File: config.mk
export PLATFORM = sky130hd
export DESIGN_NAME = star_rom_arbiter
export DESIGN_NICKNAME = d
export VERILOG_FILES = /design/src/starfield_pkg.sv /design/src/star_rom_arbiter.sv
export SDC_FILE = /design/constraint.sdc
export NUM_CORES = 1
export LEC_CHECK = 0
export ABC_AREA = 0
export BUFFER_PORTS_ARGS = -buffer_cell sky130_fd_sc_hd__buf_4
export CAP_MARGIN = 15
export CORE_UTILIZATION = 23
export CTS_CLUSTER_DIAMETER = 200
export DETAILED_ROUTE_END_ITERATION = 7
export PLACE_DENSITY = 0.89
export SETUP_SLACK_MARGIN = 0.1
export SLEW_MARGIN = 20
export SYNTH_ARGS = -nofsm -noshare
export SYNTH_HDL_FRONTEND = slang
export SYNTH_SLANG_ARGS = --single-unit
File: constraint.sdc
create_clock -name clk -period 1 [get_ports clk]
set_clock_uncertainty 0.05 [all_clocks]
set_input_delay 0 -clock clk [delete_from_list [all_inputs] [get_ports clk]]
set_output_delay 0 -clock clk [all_outputs]
set_load 0.01 [all_outputs]
File: src/starfield_pkg.sv
////////////////////////////////////////////////////////////////////////////
// starfield package
// frame geometry, star ROM sizes and the packed types shared by the
// two-layer star-field background generator
////////////////////////////////////////////////////////////////////////////
`default_nettype none

package starfield_pkg;

    // frame geometry in pixels and lines
    localparam int h_total       = 128;
    localparam int v_total       = 40;
    localparam int v_blank_start = 32;

    // star ROM shape
    localparam int rom_aw    = 13;
    localparam int rom_dw    = 32;
    localparam int rom_words = 1 << rom_aw;

    // color code that lets the layer below show through
    localparam logic [3:0] color_transparent = 4'hf;

    // read request from one layer toward the arbiter
    typedef struct packed {
        logic [rom_aw-1:0] addr;
        logic              req;
    } star_req_t;

    // 7-bit layer pixel, palette on top
    typedef struct packed {
        logic [2:0] pal;
        logic [3:0] color;
    } star_pixel_t;

    // merged pixel tagged with its screen position
    typedef struct packed {
        star_pixel_t pix;
        logic        layer;
        logic [8:0]  h;
        logic [8:0]  v;
        logic        vb;
    } video_out_t;

    // host load of one ROM word
    typedef struct packed {
        logic [rom_aw-1:0] addr;
        logic [rom_dw-1:0] data;
    } rom_wr_t;

endpackage

`default_nettype wire

File: src/star_rom_arbiter.sv
////////////////////////////////////////////////////////////////////////////
// star ROM arbiter
// fixed two-slot share of the ROM read port between the star layers,
// with host writes taking the port over in any clock
////////////////////////////////////////////////////////////////////////////
`timescale 1ns/1ps
`default_nettype none

module star_rom_arbiter (
    input  logic                       clk,
    input  logic                       rst,
    input  logic                       pxl_cen,
    input  starfield_pkg::star_req_t   req0,
    input  starfield_pkg::star_req_t   req1,
    input  logic                       wr,
    input  starfield_pkg::rom_wr_t     wr_data,
    output logic [12:0]                rom_addr,
    output logic                       rom_we,
    output logic [31:0]                rom_wdata,
    output logic                       ok0,
    output logic                       ok1
);

    logic slot;
    logic grant0;
    logic grant1;

    // slot 1 is the clock right after the strobe
    always_ff @(posedge clk or posedge rst) begin
        if (rst) begin
            slot <= 1'b0;
        end else begin
            slot <= pxl_cen;
        end
    end

    // a write steals the slot, the layer keeps its old word
    assign grant0 = pxl_cen & req0.req & ~wr;
    assign grant1 = slot & req1.req & ~wr;

    // port mux
    always_comb begin
        if (wr) begin
            rom_addr = wr_data.addr;
        end else if (slot) begin
            rom_addr = req1.addr;
        end else begin
            rom_addr = req0.addr;
        end
    end

    assign rom_we    = wr;
    assign rom_wdata = wr_data.data;

    // data valid one clock after the granted slot
    always_ff @(posedge clk or posedge rst) begin
        if (rst) begin
            ok0 <= 1'b0;
            ok1 <= 1'b0;
        end else begin
            ok0 <= grant0;
            ok1 <= grant1;
        end
    end

endmodule

`default_nettype wire

# Yosys cells after proc, flatten, opt, wreduce, memory -nomap -nowiden

Index checks and enable logic that the tools add are counted.
Widths: inputs -> output; s select.

Muxes and demuxes: 2
Bitwise operators: 5

Operators with widths:

| cell        | number |
|---|---|
| $mux 13     | 2 |
| $and 1x1->1 | 4 |
| $not 1->1   | 1 |

Register bits: 3
Bits of input ports: 77
Output and inout port bits: 48
Logic and storage cells: 10

# Longest topological paths before layout

Gate-level depths: netlist (run 1).

Depth in word-level cells: 2
Gate-level depth with buffers: 4
Depth with buffers taken out: 2

# Worst setup path before layout (run 1)

No wires, ideal clock.

Path kind: reg-to-reg
Start point: register slot
End point: register ok1
Library setup time: 0.121 ns
Arrival time: 0.808 ns
Data required time: 0.829 ns
Setup slack: 0.021 ns
Stages on the path, launching flop included: 4
Buffers on the path: 2
Period minus slack after synthesis: 0.979 ns
Cells stage by stage: dfrtp_1 > buf_6 > buf_12 > and3b_2

Longest elaborated chain between the ends: 2

RTL lines:

| item                      | line                   | RTL |
|---|---|---|
| from (decl)               | star_rom_arbiter.sv:24 | `logic slot;` |
| from (signal assigned)    | star_rom_arbiter.sv:33 | `slot <= pxl_cen;` |
| $and 1x1->1 (2 in series) | star_rom_arbiter.sv:39 | `assign grant1 = slot & req1.req & ~wr;` |
| named net grant1          | star_rom_arbiter.sv:26 | `logic grant1;` |
| to (signal assigned)      | star_rom_arbiter.sv:62 | `ok1 <= grant1;` |
| to (decl)                 | star_rom_arbiter.sv:21 | `output logic ok1` |

The timed path passes the listed nets, and every way through them passes these cells.

# Worst setup path in the final report (run 1)

Start point: register slot
End point: output rom_addr[7]

Longest elaborated chain between the ends: 2

RTL lines:

| item      | line                   | RTL |
|---|---|---|
| $mux 13   | star_rom_arbiter.sv:45 | `end else if (slot) begin` |
| $mux 13   | star_rom_arbiter.sv:43 | `if (wr) begin` |
| to (decl) | star_rom_arbiter.sv:17 | `output logic [12:0] rom_addr,` |

No other way between the ends.

==> summary.txt, run 1 <==
Run status
  – Status: finished, violations left
  – Failing checks: negative setup slack

Final layout
  – Final Cell Area: 0.00124 mm^2
  – Area Overhead vs Synth: 95.3%
  – Antenna diodes: 0
  – Nets: 225
  – Ratio of cells with drive above 1 in the final layout: 0.449
  – Final cell count without fillers: approximately 180
  – Post-Route Utilization: 0.487

Placement
  – Final GP Congestion: ~0.63
  – Placed insts: 137
  – Post-placement cell area: 848 um^2
  – I/O Buffers: 60
  – Place WS: -0.0332 ns
  – HPWL after DPL: 1200 um

Power
  – Pleak: 0.000641 uW
  – Worst vdd ir: roughly 0.00044 V
  – Pwr Density: 680 mW/mm^2

Global route
  – First-pass GRT wire length: 2340 um
  – GR Util met3: 0.0194
  – Met1 Resource Use GR: 0.105
  – Largest net degree at the start of global routing: 30
  – Vias in the first global route: between 500 and 600
  – Initial antenna violation count: 0
  – Grt ovf: 0
  – GRT met2 Usage: 0.222
  – Busiest grt layer: met2
  – Overall Global Routing Usage: 0.115

Floorplanning
  – Die X: 54.5 um
  – Initial core utilization: 0.249
  – I/O pins: 125
  – Core ar.: approximately 0.0025 mm^2
  – Die Height: around 55 um
  – Full die area: 0.00297 mm^2
  – Row cnt: 18

Synthesis
  – Share of the synthesized area in the top cell type: 0.391
  – Syn. warnings: 0
  – Synth Net Count: 161
  – Sequential area share after synthesis: 0.118
  – Mapped Area: roughly 630 um^2
  – Synth Register Bits: 3
  – Unique masters post-synth: 12
  – Post-synth top area cell: buf_4
  – Post-Synthesis Cells: 84
  – Synth area leaders: buf_4 (39%), mux2i_1 (21%), dfrtp_1 (12%)
  – Synthesized area per cell: about 7.6 um^2

Setup path
  – Critical R2R Launch: slot
  – R2R Path End: ok1
  – Internal reg-to-reg setup slack: 0.09 ns
  – CP max FO: 14
  – CP Buf/Inv Count: 2
  – Worst path top cell family by delay: flip-flops
  – Worst EP required: approximately 0.95 ns
  – Crit end category: primary output
  – Arrival time at the worst endpoint: 1.23 ns
  – Critical path's slowest cell: dfrtp_1
  – Crit-path cells: buf_12 -> mux2i_2 -> o21ai_1 -> buf_4
  – CP startpoint kind: flop
  – Setup CP Type: reg -> out
  – R2r worst-path depth: 2
  – Slowest stage delay, CP: 0.36 ns

Run
  – Max-cap viol count: 0

CTS
  – H-tree Lvls: 1
  – CTS tree: yes
  – Clock buffer depth: 2
  – Clk root buf: clkbuf_4
  – Worst-path clk slew: 0.04 ns
  – Inserted Clock Buffers: 3
  – Clock Latency Late Sink: 0.23 ns
  – Clk sinks: 3
  – Post-CTS setup buffers: 0

Timing
  – Final hold vios: 0
  – Worst-margin pin slew: 0.273 ns
  – Max Clk Rate: 0.782 GHz
  – Final setup viols: 13
  – Setup ws final: -0.278 ns
  – Worst-case hold slack: 0.108 ns
  – RSZ-0062 raised after global routing: yes
  – Worst slew margin: 0.818
  – Minimum clock period after layout: 1.28 ns
  – Final worst-path cycle share: 1.28
  – Slew Limit Fails: 0

Route
  – ANT nets after route: 0
  – Post-Route WL: 1970 um
  – TritonRoute pass-1 iters: 2
  – DRC viols: 0
  – Vias per inst: 4.32
  – Via count: 764
  – Initial DRC Count: 1
  – Routed length per instance: 11.1 um

Worst hold path
  – Hold path endpoint: ok0
  – Hold WC Path Type: in -> reg
  – Worst hold stages: 2
  – Worst Min Path Start: wr
synthesized netlist by cell type:
library cell	n
dfrtp_1	3
buf_12	1
buf_6	1
nor2_1	1
buf_2	3
inv_1	1
o21ai_0	4
and3b_2	1
mux2i_1	13
nand2_1	14
buf_4	33
o21ai_1	9
per-layer routing:
metal	up-vias	routed length, um	share of wire
li1	367	-	-
met1	327	611	0.31
met2	68	1130	0.58
met3	2	199	0.10
met4	0	19	0.0097
met5	-	0	0
what timing repair did:
action,CTS,global route
endpoints found under the hold margin,38,0
setup endpoints to repair,14,14
hold buffers,36,0
gates resized for setup,0,1
logic make-up after synthesis:
kind of cell,count (synthesis),share of synthesized area
AOI/OAI and AO/OA,13,0.103
DFF,3,0.118
buffers and inverters,39,0.469
and+or+nand+nor,16,0.105
muxes,13,0.205
worst reg2reg max path: stages (launching register included):
cell and delay, ns:
dfrtp_1 0.39, buf_12 0.16, and3b_2 0.19
placed cells by master, fill, tap and decap left out:
cell type,netlist,routed
inv_1,1,1
and3b_2,1,1
dlygate4sd3_1,0,36
clkbuf_1,0,1
mux2i_1,13,12
clkbuf_4,0,3
mux2i_2,0,1
dfrtp_1,3,3
nor2_1,1,1
nand2_1,14,14
o21ai_1,9,13
buf_12,1,1
buf_4,33,60
layout make-up:
type                       count  area (um^2)
tap                           30         37.5
inverter                       1         3.75
sequential                     3         75.1
fill                         237         1310
multi-input combinational     42          265
clock buffer                   4         26.3
timing repair buffer          97          831
flip-flops by register name, summed over array words and instances (netlist names):
name  cells
slot      1
ok0       1
ok1       1
power by group:
group	leakage [uW]	switching, uW	internal (uW)
clock network	0.0000150	58.1	149
logic	0.000587	190	316
registers	0.0000386	2.37	127
total	0.000641	250	592
per-stage QoR:
| stage | power [uW] | setup TNS [ns] |
|---|---|---|
| 6_report | 842 | -3.03 |
| 3_5_place_dp | 480 | -0.121 |
| 3_3_place_gp | 474 | -0.0131 |
| 4_1_cts | 861 | -3.42 |
| 5_1_grt | 919 | -4.14 |
| 2_1_floorplan | 404 | 0 |
worst max-delay path by stage:
stage,to,depth (start not counted),slack (ns),start
after detailed placement,rom_addr[7],4,-0.03,slot
final,rom_addr[7],4,-0.28,slot
after floorplan,rom_addr[10],4,0.02,slot
after global routing,rom_addr[7],4,-0.34,slot
after global placement,rom_addr[7],4,-0.01,slot
after CTS,rom_addr[7],4,-0.29,slot
(Power assumes the default switching activity.)
==> run 2: changes to the inputs <==
--- a/config.mk
+++ b/config.mk
@@ -6,12 +6,12 @@
 export NUM_CORES = 1
 export LEC_CHECK = 0
 export ABC_AREA = 0
+export ABC_CLOCK_PERIOD_IN_PS = 1350
 export BUFFER_PORTS_ARGS = -buffer_cell sky130_fd_sc_hd__buf_4
-export CAP_MARGIN = 15
-export CORE_UTILIZATION = 23
+export CORE_UTILIZATION = 25
 export CTS_CLUSTER_DIAMETER = 200
 export DETAILED_ROUTE_END_ITERATION = 7
-export PLACE_DENSITY = 0.89
+export PLACE_DENSITY = 0.91
 export SETUP_SLACK_MARGIN = 0.1
 export SLEW_MARGIN = 20
 export SYNTH_ARGS = -nofsm -noshare
==> constraint.sdc (replaced) <==
create_clock -name clk -period 1.35 [get_ports clk]
set_clock_uncertainty 0.05 [all_clocks]
set_input_delay 0 -clock clk [delete_from_list [all_inputs] [get_ports clk]]
set_output_delay 0 -clock clk [all_outputs]
set_load 0.01 [all_outputs]
==> run 2 against run 1 <==
Compared with the run above:
- the run now ends clean
- sequential share of layout area about the same
- worst hold slack worse by 0.0059 ns
- combinational power down 24%
- routed wire length up 23%
- total power down 24%
- via count up 0.65%
- sequential power down 25%
- cell count down 0.56%
- register-to-register slack better by 0.29 ns
- clock power down 23%
- core utilization up 6.3 points
- flip-flop and latch count unchanged
- critical path type unchanged
==> summary.txt, run 2 (synthesis results as in run 1) <==
Global route
  – First-pass GRT wire length: 3100 um (+32%)
  – Grt ovf: 0 (unchanged)
  – Vias in the first global route: 687 (+18%)
  – Largest net degree at the start of global routing: 30 (unchanged)
  – GR Util met3: 0.0203 (+0.000845)
  – GRT met2 Usage: 0.325 (+0.103)
  – Initial antenna violation count: 0 (unchanged)
  – Overall Global Routing Usage: 0.158 (+0.0433)
  – Busiest grt layer: met2
  – Met1 Resource Use GR: 0.146 (+0.0412)

Setup path
  – Crit-path cells: clkbuf_16 -> mux2i_1 -> o21ai_0 -> buf_4
  – Slowest stage delay, CP: 0.43 ns (+0.07 ns)
  – Setup CP Type: reg -> out
  – Arrival time at the worst endpoint: 1.24 ns (about the same)
  – Critical path's slowest cell: dfrtp_2
  – Crit end category: primary output
  – Critical R2R Launch: slot
  – CP max FO: 7 (-7)
  – Worst EP required: 1.30 ns (+0.35 ns)
  – CP startpoint kind: flop
  – Crit. Startpoint: slot

Floorplanning
  – Die Height: 52.4 um (-3.9%)
  – Core ar.: 0.00230 mm^2 (-9.7%)
  – Row cnt: 17 (-1)
  – Die X: 52.4 um (-3.9%)
  – Initial core utilization: 0.276 (+0.0269)
  – Full die area: 0.00274 mm^2 (-7.7%)
  – I/O pins: 125 (unchanged)

Power
  – Pint: 445 uW (-25%)
  – Net Switching: 196 uW (-22%)
  – Overall power: 641 uW (-24%)
  – Clock group share of total power: 0.248 (+0.002)
  – Pwr Density: 508 mW/mm^2 (-25%)
  – Worst vdd ir: 0.000301 V (-31%)
  – Sw Share: 0.305 (+0.00864)
  – Sequential share of power: 0.152 (-0.002)
  – Combinational share of power: 0.600 (about the same)
  – Pleak: 0.000652 uW (+1.8%)

Timing
  – Final setup viols: 0 (-13)
  – Worst-case hold slack: 0.102 ns (-0.00595 ns)
  – Final worst-path cycle share: 0.953
  – Worst slew margin: 0.823 (+0.00551)
  – Minimum clock period after layout: between 1 and 1.5 ns
  – Slew Limit Fails: 0 (unchanged)
  – Final hold vios: 0 (unchanged)
  – Worst-margin pin slew: 0.265 ns (-0.00826 ns)
  – RSZ-0062 raised after global routing: yes
  – Max Clk Rate: 0.777 GHz

CTS
  – Worst-path clk slew: 0.04 ns (about the same)
  – Clock buffer depth: 2 (unchanged)
  – Inserted Clock Buffers: 3 (unchanged)
  – Clk sinks: 3 (unchanged)
  – CTS tree: yes
  – Post-CTS setup buffers: 0 (unchanged)
  – H-tree Lvls: 1 (unchanged)
  – Clk root buf: clkbuf_4
  – Clock Latency Late Sink: 0.23 ns (about the same)

Worst hold path
  – Hold WC Path Type: in -> reg
  – Worst Min Path Start: wr

Route
  – DRC viols: 0 (unchanged)
  – Via count: 769 (+0.65%)
  – TritonRoute pass-1 iters: 4 (+2)
  – ANT nets after route: 0 (unchanged)
  – Initial DRC Count: 15 (+14)
  – Routed length per instance: 13.7 um (+24%)
  – Vias per inst: 4.37 (+1.2%)
  – Post-Route WL: 2410 um (+23%)

Final layout
  – Commonest cells after routing, fill and taps aside: buf_4 (60), dlygate4sd3_1 (36), nand2_1 (14)
  – Area Overhead vs Synth: 99.0%
  – Top Registers: ok0 (1), ok1 (1), slot (1)
  – Nets: 226 (+0.44%)
  – Commonest non-fill, non-tap cell in the layout: buf_4
  – Antenna diodes: 0 (unchanged)
  – Ratio of cells with drive above 1 in the final layout: 0.459 (+0.0105)

Placement
  – HPWL after DPL: 1420 um (+18%)
  – Final GP Congestion: 0.719 (+15%)
  – I/O Buffers: 60 (unchanged)

Run status
  – Status: finished, final reports clean

Run
  – Max-cap viol count: 0 (unchanged)
run 2: cell count changes in the layout (fill, tap and decap cells not counted), sizes merged:
cell,before,now
clkbuf,4,5
run 2: final cells by class:
type                       count  area [um^2]
tap                           28         35.0
clock buffer                   4         26.3
sequential                     3         76.3
timing repair buffer          98          856
inverter                       1         3.75
multi-input combinational     42          265
fill                         211         1030
run 2: worst max-delay path, delay by kind of cell (launching register included):
kind	cells	cell delay, ns
AOI/OAI and AO/OA	1	0.14
DFF	1	0.43
buffers and inverters	2	0.32
muxes	1	0.12
run 2: worst paths after layout:
path                       cells past startpoint          end  slack, ns
max in group asynchronous                      3         slot       0.97
hold / removal                                 2          ok0       0.10
setup / recovery                               4  rom_addr[0]       0.06
min in group asynchronous                      3          ok1       0.14
hold reg to reg                                2          ok1       0.73
setup reg to reg                               2          ok1       0.38
run 2: routing by layer:
layer / vias up / part of all wire
met3: 4 / 0.074
met1: 340 / 0.29
met2: 56 / 0.63
met5: - / 0
met4: 0 / 0.0058
li1: 369 / -
run 2: power by group through the flow:
stage               Combinational, uW  Clock [uW]  Sequential [uW]
finish                            385         159             97.7
global route                      412         183             98.2
CTS                               373         167             96.2
detailed placement                256           0             97.4
global placement                  254           0             97.2
floorplan                         199           0             97.8
run 2: stage by stage:
stage                      TNS, ns  instances  utilization  cell area [um^2]  setup slack, ns
after detailed placement         0        135        0.368               846            0.319
after global routing      -0.00628        176        0.550              1260         -0.00628
after CTS                        0        175        0.536              1230           0.0648
after floorplan                  0         84            -               634            0.371
after global placement           0        135        0.368               846            0.336
final                            0        176        0.550              1260           0.0633
run 2: what timing repair did:
item                       4_1_cts  5_1_grt
setup endpoints to repair        7       13
hold buffers                    36        0
pin swaps                        0        0
gates resized for setup          0        4
gates cloned                     0        1
hold endpoints to repair        38        0
==> run 3: changes to the inputs <==
--- a/config.mk
+++ b/config.mk
@@ -8,10 +8,12 @@
 export ABC_AREA = 0
 export ABC_CLOCK_PERIOD_IN_PS = 1350
 export BUFFER_PORTS_ARGS = -buffer_cell sky130_fd_sc_hd__buf_4
-export CORE_UTILIZATION = 25
+export CELL_PAD_IN_SITES_DETAIL_PLACEMENT = 1
+export CELL_PAD_IN_SITES_GLOBAL_PLACEMENT = 1
+export CORE_UTILIZATION = 13
 export CTS_CLUSTER_DIAMETER = 200
 export DETAILED_ROUTE_END_ITERATION = 7
-export PLACE_DENSITY = 0.91
+export PLACE_DENSITY = 0.88
 export SETUP_SLACK_MARGIN = 0.1
 export SLEW_MARGIN = 20
 export SYNTH_ARGS = -nofsm -noshare
==> run 3 against run 2 <==
Compared with the run above:
- fmax up 1.5%
- cell area up 4.9%
- total power up 16%
- clock power up 65%
- critical path type unchanged
- sequential share of layout area down 0.28 points
- first-iteration DRC count down 33%
- highest routed layer unchanged
- routed wire length down 1.4%
- die area up 88%
- sequential power about the same
- setup slack better by 0.019 ns
- global-route usage down 7.6 points
- worst hold slack worse by 0.094 ns
==> summary.txt, run 3 (synthesis results as in run 1) <==
Timing
  – Max Clk Rate: 0.789 GHz (+1.5%)
  – Slew Limit Fails: 0 (unchanged)
  – Setup TNS: 0 ns (unchanged)
  – Minimum clock period after layout: 1.27 ns (-0.0189 ns)
  – Final worst-path cycle share: 0.939 (-0.0140)
  – Worst-margin pin slew: 0.285 ns (+0.0202 ns)
  – Final hold vios: 0 (unchanged)
  – Worst-case hold slack: 0.00744 ns (-0.0942 ns)
  – RSZ-0062 raised after global routing: yes
  – Setup ws final: 0.0822 ns (+0.0189 ns)
  – Worst slew margin: 0.810 (-0.0135)
  – Final setup viols: 0 (unchanged)

Placement
  – Final GP Congestion: 0.641 (-11%)
  – Place WS: 0.312 ns (-0.00749 ns)
  – I/O Buffers: 60 (unchanged)
  – HPWL after DPL: 1500 um (+6.3%)

Route
  – Post-Route WL: 2380 um (-1.4%)
  – TritonRoute pass-1 iters: 4 (unchanged)
  – Initial DRC Count: 10 (-5)
  – Via count: 814 (+5.9%)
  – Vias per inst: 3.80 (-13%)
  – ANT nets after route: 0 (unchanged)
  – Routed length per instance: 11.1 um (-19%)
  – DRC viols: 0 (unchanged)

Floorplanning
  – Initial core utilization: 0.134 (-0.142)
  – Row cnt: 25 (+8)
  – Core ar.: 0.00472 mm^2 (+110%)
  – Full die area: 0.00516 mm^2 (+88%)
  – I/O pins: 125 (unchanged)
  – Die Height: 71.9 um (+37%)
  – Die X: 71.9 um (+37%)

Global route
  – Busiest grt layer: met2
  – GRT met2 Usage: 0.166 (-0.159)
  – Vias in the first global route: 728 (+6.0%)
  – First-pass GRT wire length: 3270 um (+5.6%)
  – Largest net degree at the start of global routing: 30 (unchanged)
  – Overall Global Routing Usage: 0.0816 (-0.0763)
  – Grt ovf: 0 (unchanged)
  – Met1 Resource Use GR: 0.0761 (-0.0697)
  – Initial antenna violation count: 0 (unchanged)
  – GR Util met3: 0.0169 (-0.00341)

Setup path
  – Internal reg-to-reg setup slack: 0.37 ns (about the same)
  – Critical path's slowest cell: dfrtp_2
  – CP startpoint kind: flop
  – CP max FO: 7 (unchanged)
  – Setup CP Type: reg -> out
  – Slowest stage delay, CP: 0.43 ns (about the same)
  – Arrival time at the worst endpoint: 1.22 ns (-0.02 ns)
  – Worst EP required: 1.30 ns (about the same)
  – Crit end category: primary output
  – Crit-path cells: clkbuf_16 -> mux2i_1 -> o21ai_1 -> buf_4

CTS
  – Clock buffer depth: 2 (unchanged)
  – Inserted Clock Buffers: 3 (unchanged)
  – CTS tree: yes
  – Clock Latency Late Sink: 0.22 ns (about the same)
  – Worst-path clk slew: 0.03 ns (about the same)
  – H-tree Lvls: 1 (unchanged)
  – Clk sinks: 3 (unchanged)
  – Clk root buf: clkbuf_8

Run status
  – Status: finished, final reports clean

Final layout
  – Nets: 225 (-0.44%)
  – Commonest cells after routing, fill and taps aside: buf_4 (60), dlygate4sd3_1 (35), nand2_1 (14)
  – Area Overhead vs Synth: 109%
  – Top Registers: ok0 (1), ok1 (1), slot (1)
  – Antenna diodes: 0 (unchanged)
  – Commonest non-fill, non-tap cell in the layout: buf_4
  – Post-Route Utilization: 0.280 (-0.269)
  – Ratio of cells with drive above 1 in the final layout: 0.469 (+0.00993)

Power
  – Pwr Density: 563 mW/mm^2 (+11%)
  – Worst vdd ir: 0.000214 V (-29%)
  – Pleak: 0.000657 uW (+0.76%)

Worst hold path
  – Hold WC Path Type: in -> reg

Run
  – Max-cap viol count: 0 (unchanged)
[run 3: cell types whose count changed in the layout (fill, tap and decap cells not counted)]
| cell | before | now |
|---|---|---|
| o21ai_1 | 11 | 10 |
| o21ai_2 | 0 | 1 |
| clkbuf_4 | 3 | 0 |
| clkbuf_8 | 0 | 3 |
| dlygate4sd3_1 | 36 | 35 |
[run 3: worst paths after layout]
| check | start | end | depth (start not counted) |
|---|---|---|---|
| max | slot | rom_addr[1] | 4 |
| min | req1[0] | ok1 | 2 |
| max reg2reg | slot | ok1 | 2 |
| min reg2reg | slot | ok1 | 2 |
| max in group asynchronous | rst | slot | 3 |
| min in group asynchronous | rst | ok1 | 3 |
[run 3: layer usage]
| metal | share of wire | vias up |
|---|---|---|
| met5 | 0 | - |
| met4 | 0.019 | 0 |
| met3 | 0.069 | 6 |
| met2 | 0.60 | 60 |
| met1 | 0.31 | 381 |
| li1 | - | 367 |
[run 3: area by class of cell]
cell class	instances	area, um^2
multi-input cells	42	269
repair buffers	97	846
fillers	563	3400
inverters	1	3.75
clock buffers	4	45.0
flip-flops and latches	3	76.3
well taps	67	83.8
[run 3: timing repair]
action                     4_1_cts  5_1_grt
cloned                           0        1
pin swaps                        0        0
hold buffers                    35        0
hold endpoints to repair        37        0
setup buffers                    0        0
setup endpoints to repair        7       13
resized for setup                1        4
[run 3: power by group]
| part | switching [uW] | internal [uW] | total (uW) | leakage, uW |
|---|---|---|---|---|
| sequential | 3.06 | 94.7 | 97.7 | 0.0000376 |
| combinational | 145 | 239 | 384 | 0.000597 |
| clock | 61.3 | 202 | 263 | 0.0000228 |
[run 3: stage by stage]
step                instances  power [uW]  instance area (um^2)
finish                    214         745                  1320
global route              214         795                  1320
CTS                       213         744                  1290
detailed placement        174         360                   895
global placement          174         354                   895
floorplan                  84         297                   634
[run 3: critical path, delay by kind of cell, from the launching register on]
family | cells | cell delay [ns]
buffers and inverters | 2 | 0.32
AOI/OAI and AO/OA | 1 | 0.14
DFF | 1 | 0.43
muxes | 1 | 0.11
